===== src/logic/lc3b_isa_pkg.sv =====
`default_nettype none

package lc3b_isa_pkg;

	localparam int word_width = 16;
	localparam int reg_width = 3;
	localparam int opcode_width = 4;

	// Low bit of each instruction field
	localparam int opcode_lsb = 12;
	localparam int dest_lsb = 9;   // Also the store source
	localparam int sr1_lsb = 6;    // Also the base register
	localparam int sr2_lsb = 0;
	localparam int imm_sel_bit = 5;

	// Immediate and offset field widths, both start at bit 0
	localparam int imm5_width = 5;
	localparam int off6_width = 6;

	typedef logic [word_width-1:0] lc3b_word;
	typedef logic [reg_width-1:0] lc3b_reg;

	// Full LC-3b opcode map, unsupported ones are still recognised
	typedef enum logic [opcode_width-1:0] {
		op_br   = 4'b0000,
		op_add  = 4'b0001,
		op_ldb  = 4'b0010,
		op_stb  = 4'b0011,
		op_jsr  = 4'b0100,
		op_and  = 4'b0101,
		op_ldr  = 4'b0110,
		op_str  = 4'b0111,
		op_rti  = 4'b1000,
		op_not  = 4'b1001,
		op_ldi  = 4'b1010,
		op_sti  = 4'b1011,
		op_jmp  = 4'b1100,
		op_shf  = 4'b1101,
		op_lea  = 4'b1110,
		op_trap = 4'b1111
	} lc3b_opcode;

endpackage

`default_nettype wire


===== src/logic/tomasulo_pkg.sv =====
`default_nettype none

package tomasulo_pkg;

	// Reorder buffer
	localparam int rob_tag_width = 3;

	// ALU reservation stations
	localparam int num_alu_stations = 3;
	localparam int station_id_width = $clog2(num_alu_stations);

	typedef logic [rob_tag_width-1:0] rob_tag_t;
	typedef logic [station_id_width-1:0] station_id_t;

	// One busy bit per ALU station, bit i is station i
	typedef logic [num_alu_stations-1:0] station_mask_t;

	// Tag field value when an operand is already present
	localparam rob_tag_t no_tag = '0;

endpackage

`default_nettype wire


===== src/logic/reg_lookup_if.sv =====
`default_nettype none

interface reg_lookup_if import lc3b_isa_pkg::*, tomasulo_pkg::*;
(
	input logic clk
);

	// Register file side
	logic reg_busy;
	lc3b_word reg_data;
	rob_tag_t reg_tag;

	// ROB copy of the pending result
	logic rob_valid;
	lc3b_word rob_value;

	// Common data bus broadcast
	logic cdb_valid;
	rob_tag_t cdb_tag;
	lc3b_word cdb_data;

	modport source (
		output reg_busy, reg_data, reg_tag,
		output rob_valid, rob_value,
		output cdb_valid, cdb_tag, cdb_data
	);

	modport resolver (
		input clk,
		input reg_busy, reg_data, reg_tag,
		input rob_valid, rob_value,
		input cdb_valid, cdb_tag, cdb_data
	);

endinterface

`default_nettype wire


===== src/logic/instr_decoder.sv =====
`default_nettype none

module instr_decoder import lc3b_isa_pkg::*;
(
	input logic clk,
	input logic reset,
	input logic load,
	input lc3b_word instr,
	output lc3b_opcode opcode,
	output lc3b_reg dest_reg,
	output lc3b_reg sr1_reg,
	output lc3b_reg sr2_reg,
	output logic imm_sel,
	output lc3b_word imm5_value,
	output lc3b_word mem_offset
);

	lc3b_word instr_q;
	logic [off6_width-1:0] off6;

	// Instruction word of the holding register
	always_ff @(posedge clk)
	begin
		if (reset)
			instr_q <= '0;
		else if (load)
			instr_q <= instr;
	end

	assign opcode = lc3b_opcode'(instr_q[opcode_lsb +: opcode_width]);
	assign dest_reg = instr_q[dest_lsb +: reg_width];
	assign sr1_reg = instr_q[sr1_lsb +: reg_width];
	assign sr2_reg = instr_q[sr2_lsb +: reg_width];

	// SHF always carries its amount in the low bits
	assign imm_sel = instr_q[imm_sel_bit] || (opcode == op_shf);

	assign imm5_value = {{(word_width - imm5_width){instr_q[imm5_width-1]}},
		instr_q[imm5_width-1:0]};

	assign off6 = instr_q[off6_width-1:0];

	always_comb
	begin
		case (opcode)
			// Byte accesses use the raw offset
			op_ldb, op_stb:
				mem_offset = {{(word_width - off6_width){off6[off6_width-1]}}, off6};
			// Word accesses scale by two
			default:
				mem_offset = {{(word_width - off6_width - 1){off6[off6_width-1]}}, off6, 1'b0};
		endcase
	end

endmodule

`default_nettype wire


===== src/logic/operand_resolver.sv =====
`default_nettype none

module operand_resolver import lc3b_isa_pkg::*, tomasulo_pkg::*;
(
	reg_lookup_if.resolver lookup,
	output lc3b_word value,
	output rob_tag_t wait_tag,
	output logic ready
);

	logic cdb_hit;

	assign cdb_hit = lookup.cdb_valid && (lookup.cdb_tag == lookup.reg_tag);

	// Register file first, then CDB, then ROB, else wait
	always_comb
	begin
		value = '0;
		wait_tag = no_tag;
		ready = 1'b1;
		if (!lookup.reg_busy)
			value = lookup.reg_data;    // Not renamed
		else if (cdb_hit)
			value = lookup.cdb_data;    // Producer finishing this cycle
		else if (lookup.rob_valid)
			value = lookup.rob_value;   // Done but not yet committed
		else
		begin
			ready = 1'b0;
			wait_tag = lookup.reg_tag;
		end
	end

	// A broadcast is only picked up for a renamed register
	cdb_only_when_busy: assert property (@(posedge lookup.clk)
		(cdb_hit && !lookup.reg_busy) |-> (value == lookup.reg_data));

endmodule

`default_nettype wire


===== src/logic/issue_control.sv =====
`default_nettype none

module issue_control import lc3b_isa_pkg::*, tomasulo_pkg::*;
(
	input logic clk,
	input logic reset,
	input logic instr_valid,
	output logic instr_ready,
	output logic load,
	input lc3b_opcode opcode,
	input logic imm_sel,
	input station_mask_t alu_station_busy,
	input logic lsb_full,
	input logic rob_full,
	output logic rs_write,
	output station_id_t rs_station_id,
	output logic lsb_write,
	output logic rob_write,
	output logic rob_has_dest,
	output logic rename_write,
	output logic use_store_source
);

	typedef enum logic {
		st_empty,
		st_held
	} hold_state_t;

	hold_state_t state;
	hold_state_t state_next;

	logic is_alu;
	logic is_load;
	logic is_store;
	logic is_mem;
	logic held;
	logic blocked;
	logic issue;
	station_id_t free_id;

	assign is_alu = opcode inside {op_add, op_and, op_not, op_shf};
	assign is_load = opcode inside {op_ldr, op_ldb};
	assign is_store = opcode inside {op_str, op_stb};
	assign is_mem = is_load || is_store;

	assign held = (state == st_held);

	// Structural hazards, unsupported opcodes never wait
	assign blocked = held && (is_alu || is_mem) &&
		(rob_full || (is_alu && (&alu_station_busy)) || (is_mem && lsb_full));

	assign issue = held && !blocked;

	assign instr_ready = !held || issue;
	assign load = instr_valid && instr_ready;

	always_ff @(posedge clk)
	begin
		if (reset)
			state <= st_empty;
		else
			state <= state_next;
	end

	always_comb
	begin
		state_next = state;
		if (load)
			state_next = st_held;      // Refill, possibly in the issue cycle
		else if (issue)
			state_next = st_empty;
	end

	// Lowest numbered idle station wins
	always_comb
	begin
		free_id = '0;
		for (int i = num_alu_stations - 1; i >= 0; i--)
		begin
			if (!alu_station_busy[i])
				free_id = station_id_t'(i);
		end
	end

	assign rs_station_id = free_id;

	assign rs_write = issue && is_alu;
	assign lsb_write = issue && is_mem;
	assign rob_write = issue && (is_alu || is_mem);
	assign rob_has_dest = is_alu || is_load;    // Stores retire without a register
	assign rename_write = issue && (is_alu || is_load);
	assign use_store_source = is_store;

	one_unit_per_issue: assert property (@(posedge clk) disable iff (reset)
		!(rs_write && lsb_write));

	rename_needs_rob: assert property (@(posedge clk) disable iff (reset)
		rename_write |-> rob_write);

	station_is_free: assert property (@(posedge clk) disable iff (reset)
		rs_write |-> !alu_station_busy[rs_station_id]);

	// Decoder must flag the shift amount as an immediate
	shift_uses_imm: assert property (@(posedge clk) disable iff (reset)
		(rs_write && (opcode == op_shf)) |-> imm_sel);

endmodule

`default_nettype wire


===== src/logic/issue_unit.sv =====
`default_nettype none

module issue_unit import lc3b_isa_pkg::*, tomasulo_pkg::*;
(
	input logic clk,
	input logic reset,
	input lc3b_word instr,
	input logic instr_valid,
	output logic instr_ready,
	input logic cdb_valid,
	input rob_tag_t cdb_tag,
	input lc3b_word cdb_data,
	input station_mask_t alu_station_busy,
	input logic lsb_full,
	input logic rob_full,
	input rob_tag_t rob_tail,
	output lc3b_reg sr1_addr,
	output lc3b_reg sr2_addr,
	input logic sr1_busy,
	input lc3b_word sr1_data,
	input rob_tag_t sr1_tag,
	input logic sr2_busy,
	input lc3b_word sr2_data,
	input rob_tag_t sr2_tag,
	input logic rob_sr1_valid,
	input lc3b_word rob_sr1_value,
	input logic rob_sr2_valid,
	input lc3b_word rob_sr2_value,
	output logic rs_write,
	output station_id_t rs_station_id,
	output lc3b_opcode rs_op,
	output lc3b_word rs_vj,
	output rob_tag_t rs_qj,
	output logic rs_j_ready,
	output lc3b_word rs_vk,
	output rob_tag_t rs_qk,
	output logic rs_k_ready,
	output rob_tag_t rs_dest,
	output logic lsb_write,
	output lc3b_opcode lsb_op,
	output lc3b_word lsb_offset,
	output lc3b_word lsb_vbase,
	output rob_tag_t lsb_qbase,
	output logic lsb_base_ready,
	output lc3b_word lsb_vsrc,
	output rob_tag_t lsb_qsrc,
	output logic lsb_src_ready,
	output rob_tag_t lsb_dest,
	output logic rob_write,
	output lc3b_opcode rob_op,
	output lc3b_reg rob_dest_reg,
	output logic rob_has_dest,
	output logic rename_write,
	output lc3b_reg rename_reg,
	output rob_tag_t rename_tag
);

	logic load;
	lc3b_opcode opcode;
	lc3b_reg dest_reg;
	lc3b_reg sr1_reg;
	lc3b_reg sr2_reg;
	logic imm_sel;
	lc3b_word imm5_value;
	lc3b_word mem_offset;
	logic use_store_source;

	lc3b_word j_value;
	rob_tag_t j_tag;
	logic j_ready;
	lc3b_word k_value;
	rob_tag_t k_tag;
	logic k_ready;

	reg_lookup_if src1_lookup (.clk(clk));
	reg_lookup_if src2_lookup (.clk(clk));

	instr_decoder i_decoder (
		.clk(clk), .reset(reset), .load(load), .instr(instr),
		.opcode(opcode), .dest_reg(dest_reg), .sr1_reg(sr1_reg), .sr2_reg(sr2_reg),
		.imm_sel(imm_sel), .imm5_value(imm5_value), .mem_offset(mem_offset)
	);

	issue_control i_control (
		.clk(clk), .reset(reset),
		.instr_valid(instr_valid), .instr_ready(instr_ready), .load(load),
		.opcode(opcode), .imm_sel(imm_sel),
		.alu_station_busy(alu_station_busy), .lsb_full(lsb_full), .rob_full(rob_full),
		.rs_write(rs_write), .rs_station_id(rs_station_id), .lsb_write(lsb_write),
		.rob_write(rob_write), .rob_has_dest(rob_has_dest), .rename_write(rename_write),
		.use_store_source(use_store_source)
	);

	// Port 2 reads the store data register for STR/STB
	assign sr1_addr = sr1_reg;
	assign sr2_addr = use_store_source ? dest_reg : sr2_reg;

	assign src1_lookup.reg_busy = sr1_busy;
	assign src1_lookup.reg_data = sr1_data;
	assign src1_lookup.reg_tag = sr1_tag;
	assign src1_lookup.rob_valid = rob_sr1_valid;
	assign src1_lookup.rob_value = rob_sr1_value;
	assign src1_lookup.cdb_valid = cdb_valid;
	assign src1_lookup.cdb_tag = cdb_tag;
	assign src1_lookup.cdb_data = cdb_data;

	assign src2_lookup.reg_busy = sr2_busy;
	assign src2_lookup.reg_data = sr2_data;
	assign src2_lookup.reg_tag = sr2_tag;
	assign src2_lookup.rob_valid = rob_sr2_valid;
	assign src2_lookup.rob_value = rob_sr2_value;
	assign src2_lookup.cdb_valid = cdb_valid;
	assign src2_lookup.cdb_tag = cdb_tag;
	assign src2_lookup.cdb_data = cdb_data;

	operand_resolver i_resolve_j (
		.lookup(src1_lookup), .value(j_value), .wait_tag(j_tag), .ready(j_ready)
	);

	operand_resolver i_resolve_k (
		.lookup(src2_lookup), .value(k_value), .wait_tag(k_tag), .ready(k_ready)
	);

	assign rs_op = opcode;
	assign rs_vj = j_value;
	assign rs_qj = j_tag;
	assign rs_j_ready = j_ready;
	assign rs_vk = imm_sel ? imm5_value : k_value;   // Immediate is always present
	assign rs_qk = imm_sel ? no_tag : k_tag;
	assign rs_k_ready = imm_sel || k_ready;
	assign rs_dest = rob_tail;

	// Base on port 1, store data on port 2
	assign lsb_op = opcode;
	assign lsb_offset = mem_offset;
	assign lsb_vbase = j_value;
	assign lsb_qbase = j_tag;
	assign lsb_base_ready = j_ready;
	assign lsb_vsrc = k_value;
	assign lsb_qsrc = k_tag;
	assign lsb_src_ready = k_ready;
	assign lsb_dest = rob_tail;

	assign rob_op = opcode;
	assign rob_dest_reg = dest_reg;

	assign rename_reg = dest_reg;
	assign rename_tag = rob_tail;

endmodule

`default_nettype wire


===== config.mk =====
export PLATFORM = sky130hd
export DESIGN_NAME = issue_unit
export DESIGN_NICKNAME = d
export VERILOG_FILES = /design/src/logic/lc3b_isa_pkg.sv /design/src/logic/tomasulo_pkg.sv /design/src/logic/reg_lookup_if.sv /design/src/logic/instr_decoder.sv /design/src/logic/operand_resolver.sv /design/src/logic/issue_control.sv /design/src/logic/issue_unit.sv
export SDC_FILE = /design/constraint.sdc
export NUM_CORES = 1
export LEC_CHECK = 0
export ABC_AREA = 1
export BUFFER_PORTS_ARGS = -buffer_cell sky130_fd_sc_hd__buf_2
export CAP_MARGIN = 20
export CELL_PAD_IN_SITES_DETAIL_PLACEMENT = 0
export CELL_PAD_IN_SITES_GLOBAL_PLACEMENT = 1
export CORE_MARGIN = 3
export CORE_UTILIZATION = 23
export CTS_BUF_LIST = sky130_fd_sc_hd__clkbuf_4 sky130_fd_sc_hd__clkbuf_8
export DETAILED_ROUTE_END_ITERATION = 12
export HOLD_SLACK_MARGIN = 0.06
export PLACE_DENSITY_LB_ADDON = 0.1
export REMOVE_ABC_BUFFERS = 1
export SLEW_MARGIN = 20
export SYNTH_ARGS = -nofsm -noshare
export SYNTH_HDL_FRONTEND = slang
export SYNTH_SLANG_ARGS = --single-unit

===== constraint.sdc =====
create_clock -name clk -period 1.5 [get_ports clk]
set_input_delay 0.075 -clock clk [delete_from_list [all_inputs] [get_ports clk]]
set_output_delay 0.075 -clock clk [all_outputs]
set_load 0.05 [all_outputs]

Word level (Yosys, flattened, before mapping)
Index checks and enable logic that the tools add are counted.
- add/sub/neg operators: 0
- $mul: 0
- div/mod/pow operators: 0
- $lt $le $gt $ge: 0
- eq/ne operators: 10
- shift-type cells: 0
- mux-type cells: 27
- bitwise gates (word level): 0
- reductions and logical operators: 28
- operator list (operator ; count):
    two-way mux 16 bit ; 7
    two-way mux 3 bit ; 8
    equality test 4 x 3 -> 1 bit, second input constant ; 3
    logical AND 1 bit ; 12
    equality test 4 x 2 -> 1 bit, second input constant ; 2
    equality test 4 bit, second input constant ; 2
    logical OR 1 bit ; 8
    two-way mux 1 bit ; 8
    equality test 3 bit ; 2
    two-way mux 2 bit ; 3
    two-way mux 6 bit ; 1
    nonzero test 2 bit ; 3
    equality test 4 x 1 -> 1 bit, second input constant ; 1
    nonzero test 4 bit ; 1
    AND reduction 3 bit ; 1
    zero test 1 bit ; 2
    OR reduction 2 bit ; 1
- register bits after elaboration: 17
- bits in latches: 0
- bits in writable memories: 0
- bits in read-only memories: 0
- input bits: 121
- output and inout bits: 137
- word-level logic and storage cells: 67
- memories: 0

Longest topological paths before layout
- depth in word-level cells: 11
- depth in mapped cells: 11

Hierarchy
Synthesis repeated with hierarchy kept, for this count alone.
- cell total of the unflattened synthesis: 547
- area, all modules: 3115.5 µm²
- by module, submodules not included (module ; instances ; cells an instance ; area each (µm²) ; seq. area each (µm²)):
    operand_resolver ; 2 ; 143 ; 648.1 ; 0.0
    instr_decoder ; 1 ; 116 ; 933.4 ; 320.3
    issue_unit ; 1 ; 109 ; 686.9 ; 0.0
    issue_control ; 1 ; 36 ; 198.9 ; 20.0

Least setup slack after synthesis
OpenSTA, ideal clock, no wires.
- path kind: register to output
- start: register i_decoder.instr_q[13]
- end: output rs_qk[0]
- arrival: 2.423 ns
- data required time: 1.425 ns
- setup slack: -0.998 ns
- cell stages (with the launch flop): 7
- path buffers: 0
- cell sequence: dfxtp_1 inv_2 nand2_2 inv_2 a31oi_4 nand4_2 nor2_1
- longest elaborated chain between the ends: 3
- ends and longest elaborated chain (what ; line ; text):
    start: declaration ; instr_decoder.sv:18 ; lc3b_word instr_q;
    start signal: assignment ; instr_decoder.sv:27 ; instr_q <= instr;
    equality test 4 bit ; instr_decoder.sv:36 ; assign imm_sel = instr_q[imm_sel_bit] || (opcode == op_shf);
    logical OR 1 bit ; instr_decoder.sv:36 ;
    two-way mux 3 bit ; issue_unit.sv:129 ; assign rs_qk = imm_sel ? no_tag : k_tag;
    end: declaration ; issue_unit.sv:36 ; output rob_tag_t rs_qk,
Every way passes these cells.

Final worst setup path
- start: register i_decoder.instr_q[13]
- end: output sr2_addr[2]
- longest elaborated chain between the ends: 3
- elaborated cells between the ends (all ways): 4
- classes of those cells: 2 x eq/ne; 1 x mux; 1 x reduce/logical
- ends and longest elaborated chain (what ; line ; text):
    equality test 4 x 3 -> 1 bit or equality test 4 x 2 -> 1 bit (tied branches) ; issue_control.sv:43 ; assign is_store = opcode inside {op_str, op_stb};
    nonzero test 2 bit * ; issue_control.sv:43 ;
    two-way mux 3 bit * ; issue_unit.sv:96 ; assign sr2_addr = use_store_source ? dest_reg : sr2_reg;
    end: declaration ; issue_unit.sv:18 ; output lc3b_reg sr2_addr,
Every way passes the cells marked *; elsewhere a longest branch is shown, timed or not.

==> impl_metrics.toml <==
[placement]
placed_cell_area_sq_um = 4010
post-dp-hpwl_um = 10200
globalplace.congestion = 0.786
port_buffers = 245

[timing]
max_clock_freq_ghz = 0.602
min_period_ns = 1.66
drv_slew = 0
hold-worst-slack_ns = 0.132
clock-skew-final_ns = 0.00107
tns_ns = -4.89
hold_viol_final = 0
finalCritPeriodShare_pct = 111
setup_viol = 47
worstMarginPinSlew_ns = 0.779
rsz0062_at_grt = "true"
worst_slack_ns = -0.160
slew_headroom_pct = 48.1

[die]
io-pin-count = 258
die_w_um = 117
rows = 40
dieArea_sq_um = 13700
core_area_sq_um = 12100
die_h_um = 117
start_util_pct = 23.6

[routing]
antenna_left = 0
first_pass_iters = 4
wl_met1_um = 5590
drtIter0Drc = 126
drt-total-wl_um = 13000
dr_wl_met3_um = 929
drcViolationCount = 0
top_layer = "met5"
vias = 3948
avgRoutedWirePerCell_um = 14.7
wl_met2_um = 6350
vias_per_cell = 4.49

[pwr]
power_density_nw_per_um2 = 704
p_total_mw = 3.48
peakVddDrop_mv = 0.262
p_leak_nw = 2.73

[logic_synthesis]
synth_top_area_share_pct = 13.5
muxShareOfSynthArea_pct = 0.791
synth.distinct_cells = 26
synthXorXnorAreaFrac_pct = 0
synth_adder_area_share_pct = 0
synth_compound_area_share_pct = 9.27
yosys_warnings = 0
ys_top_cells_by_area = "buf_4 13%, nand3_1 13%, nand2_1 13%"
syn-cell-area_sq_um = 2850
synth_top_family_by_area = "simple AND/OR/NAND/NOR gates"
ys_seq_area_share_pct = 12.0
synth_top_area_cell = "buf_4"
synth-seq-cells = 17
netlist_instances = 502
syn_avg_cell_area_sq_um = 5.67
synth-simple-area-share_pct = 48.9

[clock_network]
ctsRootBufferMaster = "clkbuf_8"
cts_tree = "yes"
clockBufferDepth = 2
clkLatencyLatePin_ns = 0.25
cts_inserted_buffers = 3
htreeDepth = 1
cts.sinks = 17
clkTransAtPathRegs_ns = 0.07

[final_layout]
drive_above_1_share_pct = 55.7
layout.nets = 833
final_area_sq_um = 4940
n_antenna_cell = 0
area_growth_pct = 73.7

[run_status]
status = "finished with violations"
violations = "setup timing"

[hold_path]
hp-class = "in2reg"

[setup_path]
crit_path_end_kind = "primary output"
worstPathArrival_ns = 1.59
path_class = "reg2out"
crit_path_max_fanout = 5
start_kind = "flop"
crit_required_ns = 1.42

[grt]
track_usage_pct = 16.6
antenna_found_initial = 1
overflow = 0
grt_pass1_wl_um = 18000
grt_pass1_vias = 3468
grt_max_degree = 34

[flow_run]
maxCapViolCount = 0
==> repair_timing <==
action	4_1_cts	5_1_grt
endpoints found under the setup margin	35	72
buffers inserted	6	2
gates cloned	4	2
hold buffers	1	0
hold endpoints to repair	1	0
resized for setup	125	85
pin swaps	4	25
==> state kept, by name, indices dropped and copies added (netlist names) <==
name,flops
i_decoder.instr_q,16
i_control.held,1
==> critical path, stage by stage, from the launching register on <==
cell and delay [ns]:
dfxtp_2 0.33, inv_2 0.05, buf_4 0.13, nor2_4 0.18, buf_6 0.14, nand2_8 0.07, mux2_2 0.28, buf_6 0.15
==> area by class of cell <==
| class | count | area, sq um |
|---|---|---|
| Sequential cell | 17 | 343 |
| Multi-Input combinational cell | 333 | 2070 |
| Fill cell | 1340 | 7120 |
| Tap cell | 168 | 210 |
| Inverter | 74 | 288 |
| Timing Repair Buffer | 283 | 1980 |
| Clock buffer | 4 | 48.8 |
==> cells in the final DEF, fill, tap and decap left out, types with 2 or more instances in the layout <==
cell type / synthesis / routed
buf_2: 5 / 186
nand2_1: 96 / 78
inv_1: 67 / 67
nand3_1: 72 / 52
nor2_1: 54 / 42
nand4_1: 32 / 32
buf_6: 7 / 32
nand3_2: 10 / 30
buf_4: 51 / 30
nand2_2: 12 / 21
clkbuf_4: 0 / 17
dfxtp_1: 17 / 15
a31oi_1: 16 / 14
a21oi_1: 21 / 11
nand2_4: 2 / 10
a21oi_2: 2 / 9
nor2_2: 0 / 9
buf_12: 0 / 9
nor2_4: 4 / 7
buf_8: 0 / 7
inv_2: 7 / 5
nand2_8: 0 / 3
a21oi_4: 0 / 3
clkbuf_8: 0 / 3
a31oi_2: 0 / 2
mux2_2: 2 / 2
dfxtp_2: 0 / 2
==> power by group <==
| group | switching [mW] | internal, mW | total (mW) | leakage (nW) |
|---|---|---|---|---|
| Clock | 0.163 | 0.207 | 0.370 | 0.0262 |
| Combinational | 1.75 | 0.824 | 2.57 | 2.56 |
| Sequential | 0.0462 | 0.488 | 0.534 | 0.142 |
==> Yosys cell counts, drive strengths merged <==
library cell and count:
a21oi 23, a31oi 17, buf 68, clkbuf 12
dfxtp 17, inv 74, mux2 2, nand2 110
nand3 82, nand3b 1, nand4 33, nor2 58
nor3 1, o21ai 4
==> worst paths after layout <==
path,slack (ns),end,startpoint,depth (start not counted)
max,-0.16,sr2_addr[2],i_decoder.instr_q[13],7
min,0.13,i_decoder.instr_q[6],instr[6],5
max reg2reg,-0.12,i_decoder.instr_q[14],i_decoder.instr_q[13],13
min reg2reg,0.47,i_decoder.instr_q[8],i_decoder.instr_q[8],2
==> per-layer routing <==
layer  vias to the layer above  GRT usage [%]
li1                       1999              -
met1                      1782           21.8
met2                       157           29.1
met3                         8           3.34
met4                         2           1.38
met5                         -              0
==> stage by stage <==
stage / instances / setup slack (ns) / utilization [%]
2_1_floorplan: 422 / -3.32 / -
3_3_place_gp: 862 / 0.0207 / 33.3
3_5_place_dp: 862 / -0.0141 / 33.3
4_1_cts: 877 / -0.207 / 38.5
5_1_grt: 879 / -0.253 / 41.0
6_report: 879 / -0.160 / 41.0
==> cells by family after synthesis <==
logic type      after synthesis
mux                           2
compound gates               44
flops                        17
buf+inv                     154
simple gates                285
Note: power is estimated with default switching activity, not from simulation.
